<file path="src/verilog/rename_pkg.sv">
// Shared sizes, tag types and reset values for the rename and retire logic
package rename_pkg;

	// Register file sizes
	parameter int ARCH_REGS = 32; // Architectural registers
	parameter int PHYS_REGS = 64; // Physical registers

	parameter int ARCH_W = $clog2(ARCH_REGS);
	parameter int TAG_W  = $clog2(PHYS_REGS);

	// Default reorder buffer depth, overridden from the top
	parameter int DEFAULT_ROB_SIZE = 16;

	// Architectural register number
	typedef logic [ARCH_W-1:0] arch_reg_t;

	// Physical register tag
	typedef logic [TAG_W-1:0] phys_tag_t;

	// Tags above the identity block start out free
	parameter int FIRST_FREE_TAG = ARCH_REGS;

	// Retire side state, HALTED is sticky until reset
	typedef enum logic {
		RUNNING,
		HALTED
	} retire_state_t;

	// Reset mapping is the identity, arch r -> tag r
	function automatic phys_tag_t reset_tag(input int r);
		phys_tag_t t;
		t = phys_tag_t'(r);
		return t;
	endfunction

endpackage

</file>
<file path="src/verilog/free_list.sv">
`timescale 1ns/1ps

// Free physical tags kept as one bit per tag, lowest free tag goes out first
module free_list (
	input  logic                                              clock,
	input  logic                                              rst,
	input  logic                                              alloc,       // Dispatch takes alloc_tag
	output rename_pkg::phys_tag_t                             alloc_tag,
	output logic                                              alloc_ok,    // At least one tag free
	input  logic                                              release_en,  // Retire frees a tag
	input  rename_pkg::phys_tag_t                             release_tag,
	input  logic                                              flush,
	input  rename_pkg::phys_tag_t [rename_pkg::ARCH_REGS-1:0] arch_table
);

	logic [rename_pkg::PHYS_REGS-1:0] free_vec;  // 1 = tag is free
	logic [rename_pkg::PHYS_REGS-1:0] flush_vec; // Rebuilt vector for recovery

	// Priority search, the loop runs downward so the lowest hit wins
	always_comb begin
		alloc_tag = '0;
		for (int t = rename_pkg::PHYS_REGS - 1; t >= 0; t--) begin
			if (free_vec[t])
				alloc_tag = rename_pkg::phys_tag_t'(t);
		end
	end

	assign alloc_ok = |free_vec;

	// Every tag that the committed map does not hold is free after flush
	always_comb begin
		flush_vec = '1;
		for (int r = 0; r < rename_pkg::ARCH_REGS; r++) begin
			flush_vec[arch_table[r]] = 1'b0;
		end
	end

	always_ff @(posedge clock) begin
		if (rst) begin
			for (int t = 0; t < rename_pkg::PHYS_REGS; t++) begin
				free_vec[t] <= (t >= rename_pkg::FIRST_FREE_TAG); // Upper half free
			end
		end else if (flush) begin
			free_vec <= flush_vec;
		end else begin
			if (alloc && alloc_ok)
				free_vec[alloc_tag] <= 1'b0; // Tag now in flight
			// Released tag is never the one being allocated, it was busy until now
			if (release_en)
				free_vec[release_tag] <= 1'b1;
		end
	end

	// A retired old tag must still be owned by the pipeline
	a_release_busy: assert property (
		@(posedge clock) disable iff (rst)
		release_en && !flush |-> !free_vec[release_tag]
	) else $error("free_list: tag %0d released while already free", release_tag);

endmodule

</file>
<file path="src/verilog/map_table.sv">
`timescale 1ns/1ps

// Speculative arch -> phys map, written at dispatch
module map_table (
	input  logic                                              clock,
	input  logic                                              rst,
	input  logic                                              disp_fire,
	input  rename_pkg::arch_reg_t                             disp_arch, // Destination register
	input  rename_pkg::phys_tag_t                             new_tag,   // From the free list
	output rename_pkg::phys_tag_t                             old_tag,   // Mapping before this dispatch
	input  logic                                              flush,
	input  rename_pkg::phys_tag_t [rename_pkg::ARCH_REGS-1:0] arch_table
);

	rename_pkg::phys_tag_t [rename_pkg::ARCH_REGS-1:0] map;

	// Previous mapping is read in the dispatch cycle itself
	assign old_tag = map[disp_arch];

	always_ff @(posedge clock) begin
		if (rst) begin
			for (int r = 0; r < rename_pkg::ARCH_REGS; r++) begin
				map[r] <= rename_pkg::reset_tag(r); // Identity
			end
		end else if (flush) begin
			map <= arch_table; // Back to the committed state
		end else if (disp_fire) begin
			map[disp_arch] <= new_tag;
		end
	end

endmodule

</file>
<file path="src/verilog/reorder_buffer.sv">
`timescale 1ns/1ps

// Circular reorder buffer holding program order from tail (dispatch) to head (retire)
module reorder_buffer #(
	parameter int ROB_SIZE = rename_pkg::DEFAULT_ROB_SIZE
) (
	input  logic                          clock,
	input  logic                          rst,
	input  logic                          flush,
	input  logic                          disp_fire,
	input  rename_pkg::arch_reg_t         disp_arch,
	input  rename_pkg::phys_tag_t         disp_tag,
	input  rename_pkg::phys_tag_t         disp_old_tag,
	input  logic                          disp_halt,
	input  logic                          cdb_valid,
	input  rename_pkg::phys_tag_t         cdb_tag,
	output logic                          full,
	output logic [$clog2(ROB_SIZE):0]     count,
	output logic                          head_valid,   // Oldest entry is done
	output rename_pkg::arch_reg_t         head_arch,
	output rename_pkg::phys_tag_t         head_tag,
	output rename_pkg::phys_tag_t         head_old_tag,
	output logic                          head_halt,
	input  logic                          retire_fire
);

	localparam int IDX_W = $clog2(ROB_SIZE);

	// Entry control bits
	logic [ROB_SIZE-1:0] busy;
	logic [ROB_SIZE-1:0] complete;

	// Entry payload qualified by busy
	logic                  halt_q   [ROB_SIZE];
	rename_pkg::arch_reg_t arch_q   [ROB_SIZE];
	rename_pkg::phys_tag_t tag_q    [ROB_SIZE];
	rename_pkg::phys_tag_t old_tag_q[ROB_SIZE];

	logic [IDX_W-1:0] head;
	logic [IDX_W-1:0] tail;

	logic [ROB_SIZE-1:0] cdb_hit; // Completion tag match per entry

	// Wrap explicitly so depths that are not a power of two also work
	function automatic logic [IDX_W-1:0] next_idx(input logic [IDX_W-1:0] idx);
		logic [IDX_W-1:0] n;
		if (idx == IDX_W'(ROB_SIZE - 1))
			n = '0;
		else
			n = idx + 1'b1;
		return n;
	endfunction

	// Tag match against every waiting entry
	always_comb begin
		for (int i = 0; i < ROB_SIZE; i++) begin
			cdb_hit[i] = cdb_valid && busy[i] && !complete[i] && (tag_q[i] == cdb_tag);
		end
	end

	assign full = (count == (IDX_W + 1)'(ROB_SIZE));

	// Head view for the retire side
	assign head_valid   = busy[head] && complete[head];
	assign head_arch    = arch_q[head];
	assign head_tag     = tag_q[head];
	assign head_old_tag = old_tag_q[head];
	assign head_halt    = halt_q[head];

	// Control state
	always_ff @(posedge clock) begin
		if (rst || flush) begin
			busy     <= '0; // Drop everything in flight
			complete <= '0;
			head     <= '0;
			tail     <= '0;
			count    <= '0;
		end else begin
			complete <= complete | cdb_hit;
			if (retire_fire) begin
				busy[head]     <= 1'b0;
				complete[head] <= 1'b0;
				head           <= next_idx(head);
			end
			// Tail slot is free so a same-cycle completion cannot hit it
			if (disp_fire) begin
				busy[tail]     <= 1'b1;
				complete[tail] <= 1'b0;
				tail           <= next_idx(tail);
			end
			case ({disp_fire, retire_fire})
				2'b10:   count <= count + 1'b1;
				2'b01:   count <= count - 1'b1;
				default: count <= count; // Both or neither
			endcase
		end
	end

	// Payload written at the tail
	always_ff @(posedge clock) begin
		if (disp_fire) begin
			arch_q[tail]    <= disp_arch;
			tag_q[tail]     <= disp_tag;
			old_tag_q[tail] <= disp_old_tag;
			halt_q[tail]    <= disp_halt;
		end
	end

	// Top level gating must keep dispatch away from a full buffer
	a_no_disp_full: assert property (
		@(posedge clock) disable iff (rst)
		disp_fire |-> !full
	) else $error("reorder_buffer: dispatch while full");

	// Retire side may only fire on a finished head entry
	a_retire_head: assert property (
		@(posedge clock) disable iff (rst)
		retire_fire |-> head_valid
	) else $error("reorder_buffer: retire without a valid head");

endmodule

</file>
<file path="src/verilog/arch_map.sv">
`timescale 1ns/1ps

// Committed map and retire handshake
module arch_map (
	input  logic                                              clock,
	input  logic                                              rst,
	input  logic                                              flush,
	input  logic                                              head_valid,
	input  rename_pkg::arch_reg_t                             head_arch,
	input  rename_pkg::phys_tag_t                             head_tag,
	input  logic                                              head_halt,
	input  logic                                              retire_ready,
	output logic                                              retire_valid,
	output logic                                              retire_fire,
	output rename_pkg::phys_tag_t [rename_pkg::ARCH_REGS-1:0] arch_table,
	output logic                                              halted
);

	rename_pkg::retire_state_t state;

	// Nothing retires once halted or while a flush is pending
	assign retire_valid = head_valid && (state == rename_pkg::RUNNING) && !flush;
	assign retire_fire  = retire_valid && retire_ready;
	assign halted       = (state == rename_pkg::HALTED);

	always_ff @(posedge clock) begin
		if (rst) begin
			for (int r = 0; r < rename_pkg::ARCH_REGS; r++) begin
				arch_table[r] <= rename_pkg::reset_tag(r);
			end
		end else if (retire_fire) begin
			arch_table[head_arch] <= head_tag; // Head's new tag becomes committed
		end
	end

	// Halt state, left only through reset
	always_ff @(posedge clock) begin
		if (rst)
			state <= rename_pkg::RUNNING;
		else if (retire_fire && head_halt)
			state <= rename_pkg::HALTED;
	end

endmodule

</file>
<file path="src/verilog/rename_core.sv">
`timescale 1ns/1ps

// Rename and in-order retire with one instruction per cycle each way
module rename_core #(
	parameter int ROB_SIZE = rename_pkg::DEFAULT_ROB_SIZE
) (
	input  logic                  clock,
	input  logic                  rst,
	input  logic                  flush,
	input  logic                  disp_valid,
	output logic                  disp_ready,
	input  rename_pkg::arch_reg_t disp_arch,
	input  logic                  disp_halt,
	output rename_pkg::phys_tag_t disp_tag,     // Newly allocated tag
	output rename_pkg::phys_tag_t disp_old_tag, // Tag being replaced
	input  logic                  cdb_valid,
	input  rename_pkg::phys_tag_t cdb_tag,
	output logic                  retire_valid,
	input  logic                  retire_ready,
	output rename_pkg::arch_reg_t retire_arch,
	output rename_pkg::phys_tag_t retire_tag,
	output rename_pkg::phys_tag_t retire_old_tag,
	output logic                  retire_halt,
	output logic                  halted
);

	logic                                              disp_fire;
	logic                                              retire_fire;
	logic                                              alloc_ok;
	logic                                              rob_full;
	logic [$clog2(ROB_SIZE):0]                         rob_count;
	logic                                              head_valid;
	rename_pkg::phys_tag_t [rename_pkg::ARCH_REGS-1:0] arch_table; // Committed map

	// Dispatch handshake
	assign disp_ready = !rob_full && alloc_ok && !flush && !halted;
	assign disp_fire  = disp_valid && disp_ready;

	free_list u_free_list (
		.clock(clock), .rst(rst),
		.alloc(disp_fire), .alloc_tag(disp_tag), .alloc_ok(alloc_ok),
		.release_en(retire_fire), .release_tag(retire_old_tag), // Old tag freed at retire
		.flush(flush), .arch_table(arch_table)
	);

	map_table u_map_table (
		.clock(clock), .rst(rst),
		.disp_fire(disp_fire), .disp_arch(disp_arch),
		.new_tag(disp_tag), .old_tag(disp_old_tag),
		.flush(flush), .arch_table(arch_table)
	);

	reorder_buffer #(.ROB_SIZE(ROB_SIZE)) u_rob (
		.clock(clock), .rst(rst), .flush(flush),
		.disp_fire(disp_fire), .disp_arch(disp_arch), .disp_tag(disp_tag),
		.disp_old_tag(disp_old_tag), .disp_halt(disp_halt),
		.cdb_valid(cdb_valid), .cdb_tag(cdb_tag),
		.full(rob_full), .count(rob_count),
		.head_valid(head_valid), .head_arch(retire_arch), .head_tag(retire_tag),
		.head_old_tag(retire_old_tag), .head_halt(retire_halt),
		.retire_fire(retire_fire)
	);

	arch_map u_arch_map (
		.clock(clock), .rst(rst), .flush(flush),
		.head_valid(head_valid), .head_arch(retire_arch), .head_tag(retire_tag),
		.head_halt(retire_halt), .retire_ready(retire_ready),
		.retire_valid(retire_valid), .retire_fire(retire_fire),
		.arch_table(arch_table), .halted(halted)
	);

	// Retire side only offers entries that the buffer actually holds
	a_retire_occupied: assert property (
		@(posedge clock) disable iff (rst)
		retire_valid |-> (rob_count != '0)
	) else $error("rename_core: retire offered from an empty buffer");

endmodule

</file>
<file path="config.mk">
export PLATFORM = sky130hd
export DESIGN_NAME = rename_core
export DESIGN_NICKNAME = d
export VERILOG_FILES = /design/src/verilog/rename_pkg.sv /design/src/verilog/free_list.sv /design/src/verilog/map_table.sv /design/src/verilog/reorder_buffer.sv /design/src/verilog/arch_map.sv /design/src/verilog/rename_core.sv
export SDC_FILE = /design/constraint.sdc
export NUM_CORES = 2
export LEC_CHECK = 0
export ABC_AREA = 1
export BUFFER_PORTS_ARGS = -buffer_cell sky130_fd_sc_hd__buf_4
export CAP_MARGIN = 20
export CORE_MARGIN = 2
export CORE_UTILIZATION = 39
export CTS_BUF_LIST = sky130_fd_sc_hd__clkbuf_16
export CTS_CLUSTER_DIAMETER = 40
export DETAILED_ROUTE_END_ITERATION = 7
export GPL_TIMING_DRIVEN = 1
export PLACE_DENSITY = 0.54
export SLEW_MARGIN = 20
export SYNTH_ARGS = -nofsm -noshare
export SYNTH_HDL_FRONTEND = slang
export SYNTH_SLANG_ARGS = --single-unit
</file>
<file path="constraint.sdc">
create_clock -name clock -period 3.96 [get_ports clock]
set_input_delay 0.198 -clock clock [delete_from_list [all_inputs] [get_ports clock]]
set_output_delay 0.198 -clock clock [all_outputs]
set_load 0.005 [all_outputs]
</file>
==> results by group <==
Die
  • Num ports: 51
  • Core area: 125900 sq um
  • Initial Util: 39.43%
  • Die H: 360.8 um
  • FP Rows: 130
  • Die width: 360.8 um
  • Die ar.: 130100 sq um

Clocking
  • Worst skew pair latency: 0.77 ns
  • Cts bufs inserted: 117
  • CTS tree: yes
  • Clock slew at reported path FFs: 0.06 ns
  • CTS root buf: clkbuf_16
  • Clock net sink count: 786
  • Clk buf depth: 3
  • Htree depth: 3

Setup path
  • Critical Path RT: 4.66 ns
  • Crit Path Max Fanout: 5
  • Path type of the worst setup path: register to register
  • CP arrival: 5.84 ns
  • Worst setup EP type: register
  • CP Launch Type: register

Power
  • Leak pwr: 26.56 nW
  • PwrDens: 291.7 nW/um^2
  • Peak VDD IR: 0.3844 mV

Cells and area
  • Layout Nets: 8237
  • Area Overhead vs Synth: 40.07%
  • Fill cells: 12180
  • Design area: 69530 sq um
  • Most frequent cells in the layout: nand2_1 (1303), buf_4 (1303), inv_1 (882)
  • Layout cell share with drive strength beyond 1: 25.84%

Placement
  • Final GP Congestion: 1.086
  • IO Port Bufs: 50
  • Pre-CTS WS: -1.773 ns
  • DP Wirelength: 231800 um
  • Placed Area: 61600 sq um

STA
  • Worst Max-Slew Pin Slew: 1.275 ns
  • Final worst slack: -1.183 ns
  • Fin crit share: 129.9%
  • Worst hold slack: 0.04490 ns
  • Final Max Slew Viols: 0
  • Min Tclk post-route: 5.143 ns
  • Final setup viols: 114
  • Hold Vio Cnt, Final: 0
  • Final clock skew: 0.07465 ns
  • Max_slew headroom: 15.03%
  • Highest clock rate: 0.1944 GHz
  • RSZ-0062 raised after global routing: true

Detailed routing
  • Final ANT Viol Nets: 0
  • Via density: 6.364
  • DRC Markers: 2
  • Wirelength, routed: 299200 um
  • Vias: 63410
  • DRT Pass-1 Iters: 8
  • Routed length per instance: 30.03 um
  • DRT iter0 DRCs: 9565

Global route
  • First-pass GRT wire length: 425500 um
  • Initial antenna violation count: 16
  • Largest net degree at the start of global routing: 149
  • Number of global-route vias before repair: 59680
  • Total congestion overflow: 0
  • GR Util All Layers: 44.33%

Yosys
  • Synthesized cell area: 49640 sq um
  • Yosys reg bits: 786
  • Yosys cell types: 49
  • Ys flop type: dfxtp_1
  • Post-Syn Instances: 6933
  • Post-synth EDFFs: 288
  • Syn Nets: 6964
  • Post-synth ARST share: 0%
  • Sequential fraction of the synthesis area: 37.51%
  • Avg Synthesized Cell Area: 7.159 sq um
  • Synth warn: 0

Status
  • Failing checks: design-rule violations, negative setup slack
  • Status: finished with violations

Flow run
  • # Max-Cap Violations: 0

Min path
  • Worst min path class: input port to register
metrics by stage:
stage               TNS, ns  std cells  power (mW)  util [%]
global placement     -92.36       9696       9.661     48.91
floorplan                 0       6933       9.186         -
finish               -83.89       9965       20.28     55.22
CTS                  -75.52       9950       20.23     54.86
detailed placement   -96.97       9696       9.666     48.93
global route        -145.83       9961       20.70     55.22
cell usage after synthesis (130+ instances only):
cell type	instances	area, sq um
nand2_1	1336	5015
inv_1	898	3371
nor2_1	663	2489
nor3_1	534	2673
dfxtp_1	498	9970
a21oi_1	456	2282
o21ai_0	399	1997
o221ai_1	294	2575
edfxtp_1	288	8648
clkbuf_1	232	870.8
o211ai_1	209	1569
a221oi_1	193	1690
nand3_1	170	850.8
a22oi_1	130	975.9
registers in the layout, summed over array words and instances (netlist names), named ones only:
name                   flops
u_map_table.map          192
u_rob.old_tag_q           96
u_rob.arch_q              80
u_arch_map.arch_table    192
u_rob.tag_q               96
u_rob.complete            16
u_free_list.free_vec      64
u_rob.head                 4
u_rob.busy                16
u_rob.count                5
u_rob.tail                 4
u_arch_map.halted          1
u_rob.halt_q              16
kinds of logic after synthesis:
kind of cell	after synthesis	synth area share, %
and+or+nand+nor	2810	23.59
xor gates and xnor gates	28	0.4941
AOI/OAI and AO/OA	2127	29.12
muxes	3	0.06050
DFF	786	37.51
buffers and inverters	1166	8.883
adders and majority gates	13	0.3428
where the power goes:
group,leakage (nW),switching (mW),total (mW),internal (mW)
sequential,6.67,0.0437,8.49,8.45
clock,1.97,4.28,10.6,6.35
combinational,17.9,0.818,1.16,0.339
final timing paths:
kind | start | end | slack (ns) | cells past startpoint
min | cdb_tag[0] | u_rob.complete[9] | 0.04 | 4
max reg2reg | u_arch_map.arch_table[8] | u_free_list.free_vec[2] | -1.18 | 23
max | u_arch_map.arch_table[8] | u_free_list.free_vec[2] | -1.18 | 23
min reg2reg | u_rob.count[0] | u_rob.count[0] | 0.44 | 1
metal layers:
| layer | vias up | wire length, um | global-route usage [%] |
|---|---|---|---|
| li1 | 27820 | - | - |
| met1 | 30360 | 115900 | 57.34 |
| met2 | 4304 | 127900 | 67.41 |
| met3 | 914 | 32380 | 8.959 |
| met4 | 14 | 22910 | 28.20 |
| met5 | - | 131 | 0 |
worst max-delay path: stages (launching register included):
cell	delay, ns
dfxtp_4	0.37
buf_6	0.10
nor3_1	0.09
buf_4	0.16
buf_4	0.13
a22oi_1	0.27
o221ai_1	0.22
a221oi_1	0.33
buf_4	0.19
o221ai_1	0.15
a21oi_1	0.20
o221ai_1	0.19
a21oi_1	0.25
o221ai_1	0.24
a221oi_2	0.32
nand4_1	0.21
a21oi_1	0.24
o2111ai_1	0.21
a2111oi_0	0.35
buf_4	0.20
o2111ai_1	0.14
a221oi_1	0.29
o2111ai_1	0.18
nand2_1	0.11
timing repair:
item / 4_1_cts / 5_1_grt
hold endpoints to repair: 134 / 4
cloned: 5 / 3
setup buffers: 27 / 11
pin swaps: 104 / 42
resized for setup: 618 / 65
hold buffers: 14 / 1
setup endpoints to repair: 116 / 173
area by class of cell:
type | instances | area [sq um] | share of cell area (%)
Tap cell | 1650 | 2064 | 2.969
Timing Repair Buffer | 1404 | 11410 | 16.42
Clock buffer | 119 | 2978 | 4.283
Multi-Input combinational cell | 4981 | 29860 | 42.94
Sequential cell | 786 | 18650 | 26.83
Antenna cell | 5 | 12.51 | 0.01800
Clock inverter | 104 | 1076 | 1.548
Inverter | 916 | 3470 | 4.990
No activity file was read; power rests on OpenSTA's default activity.
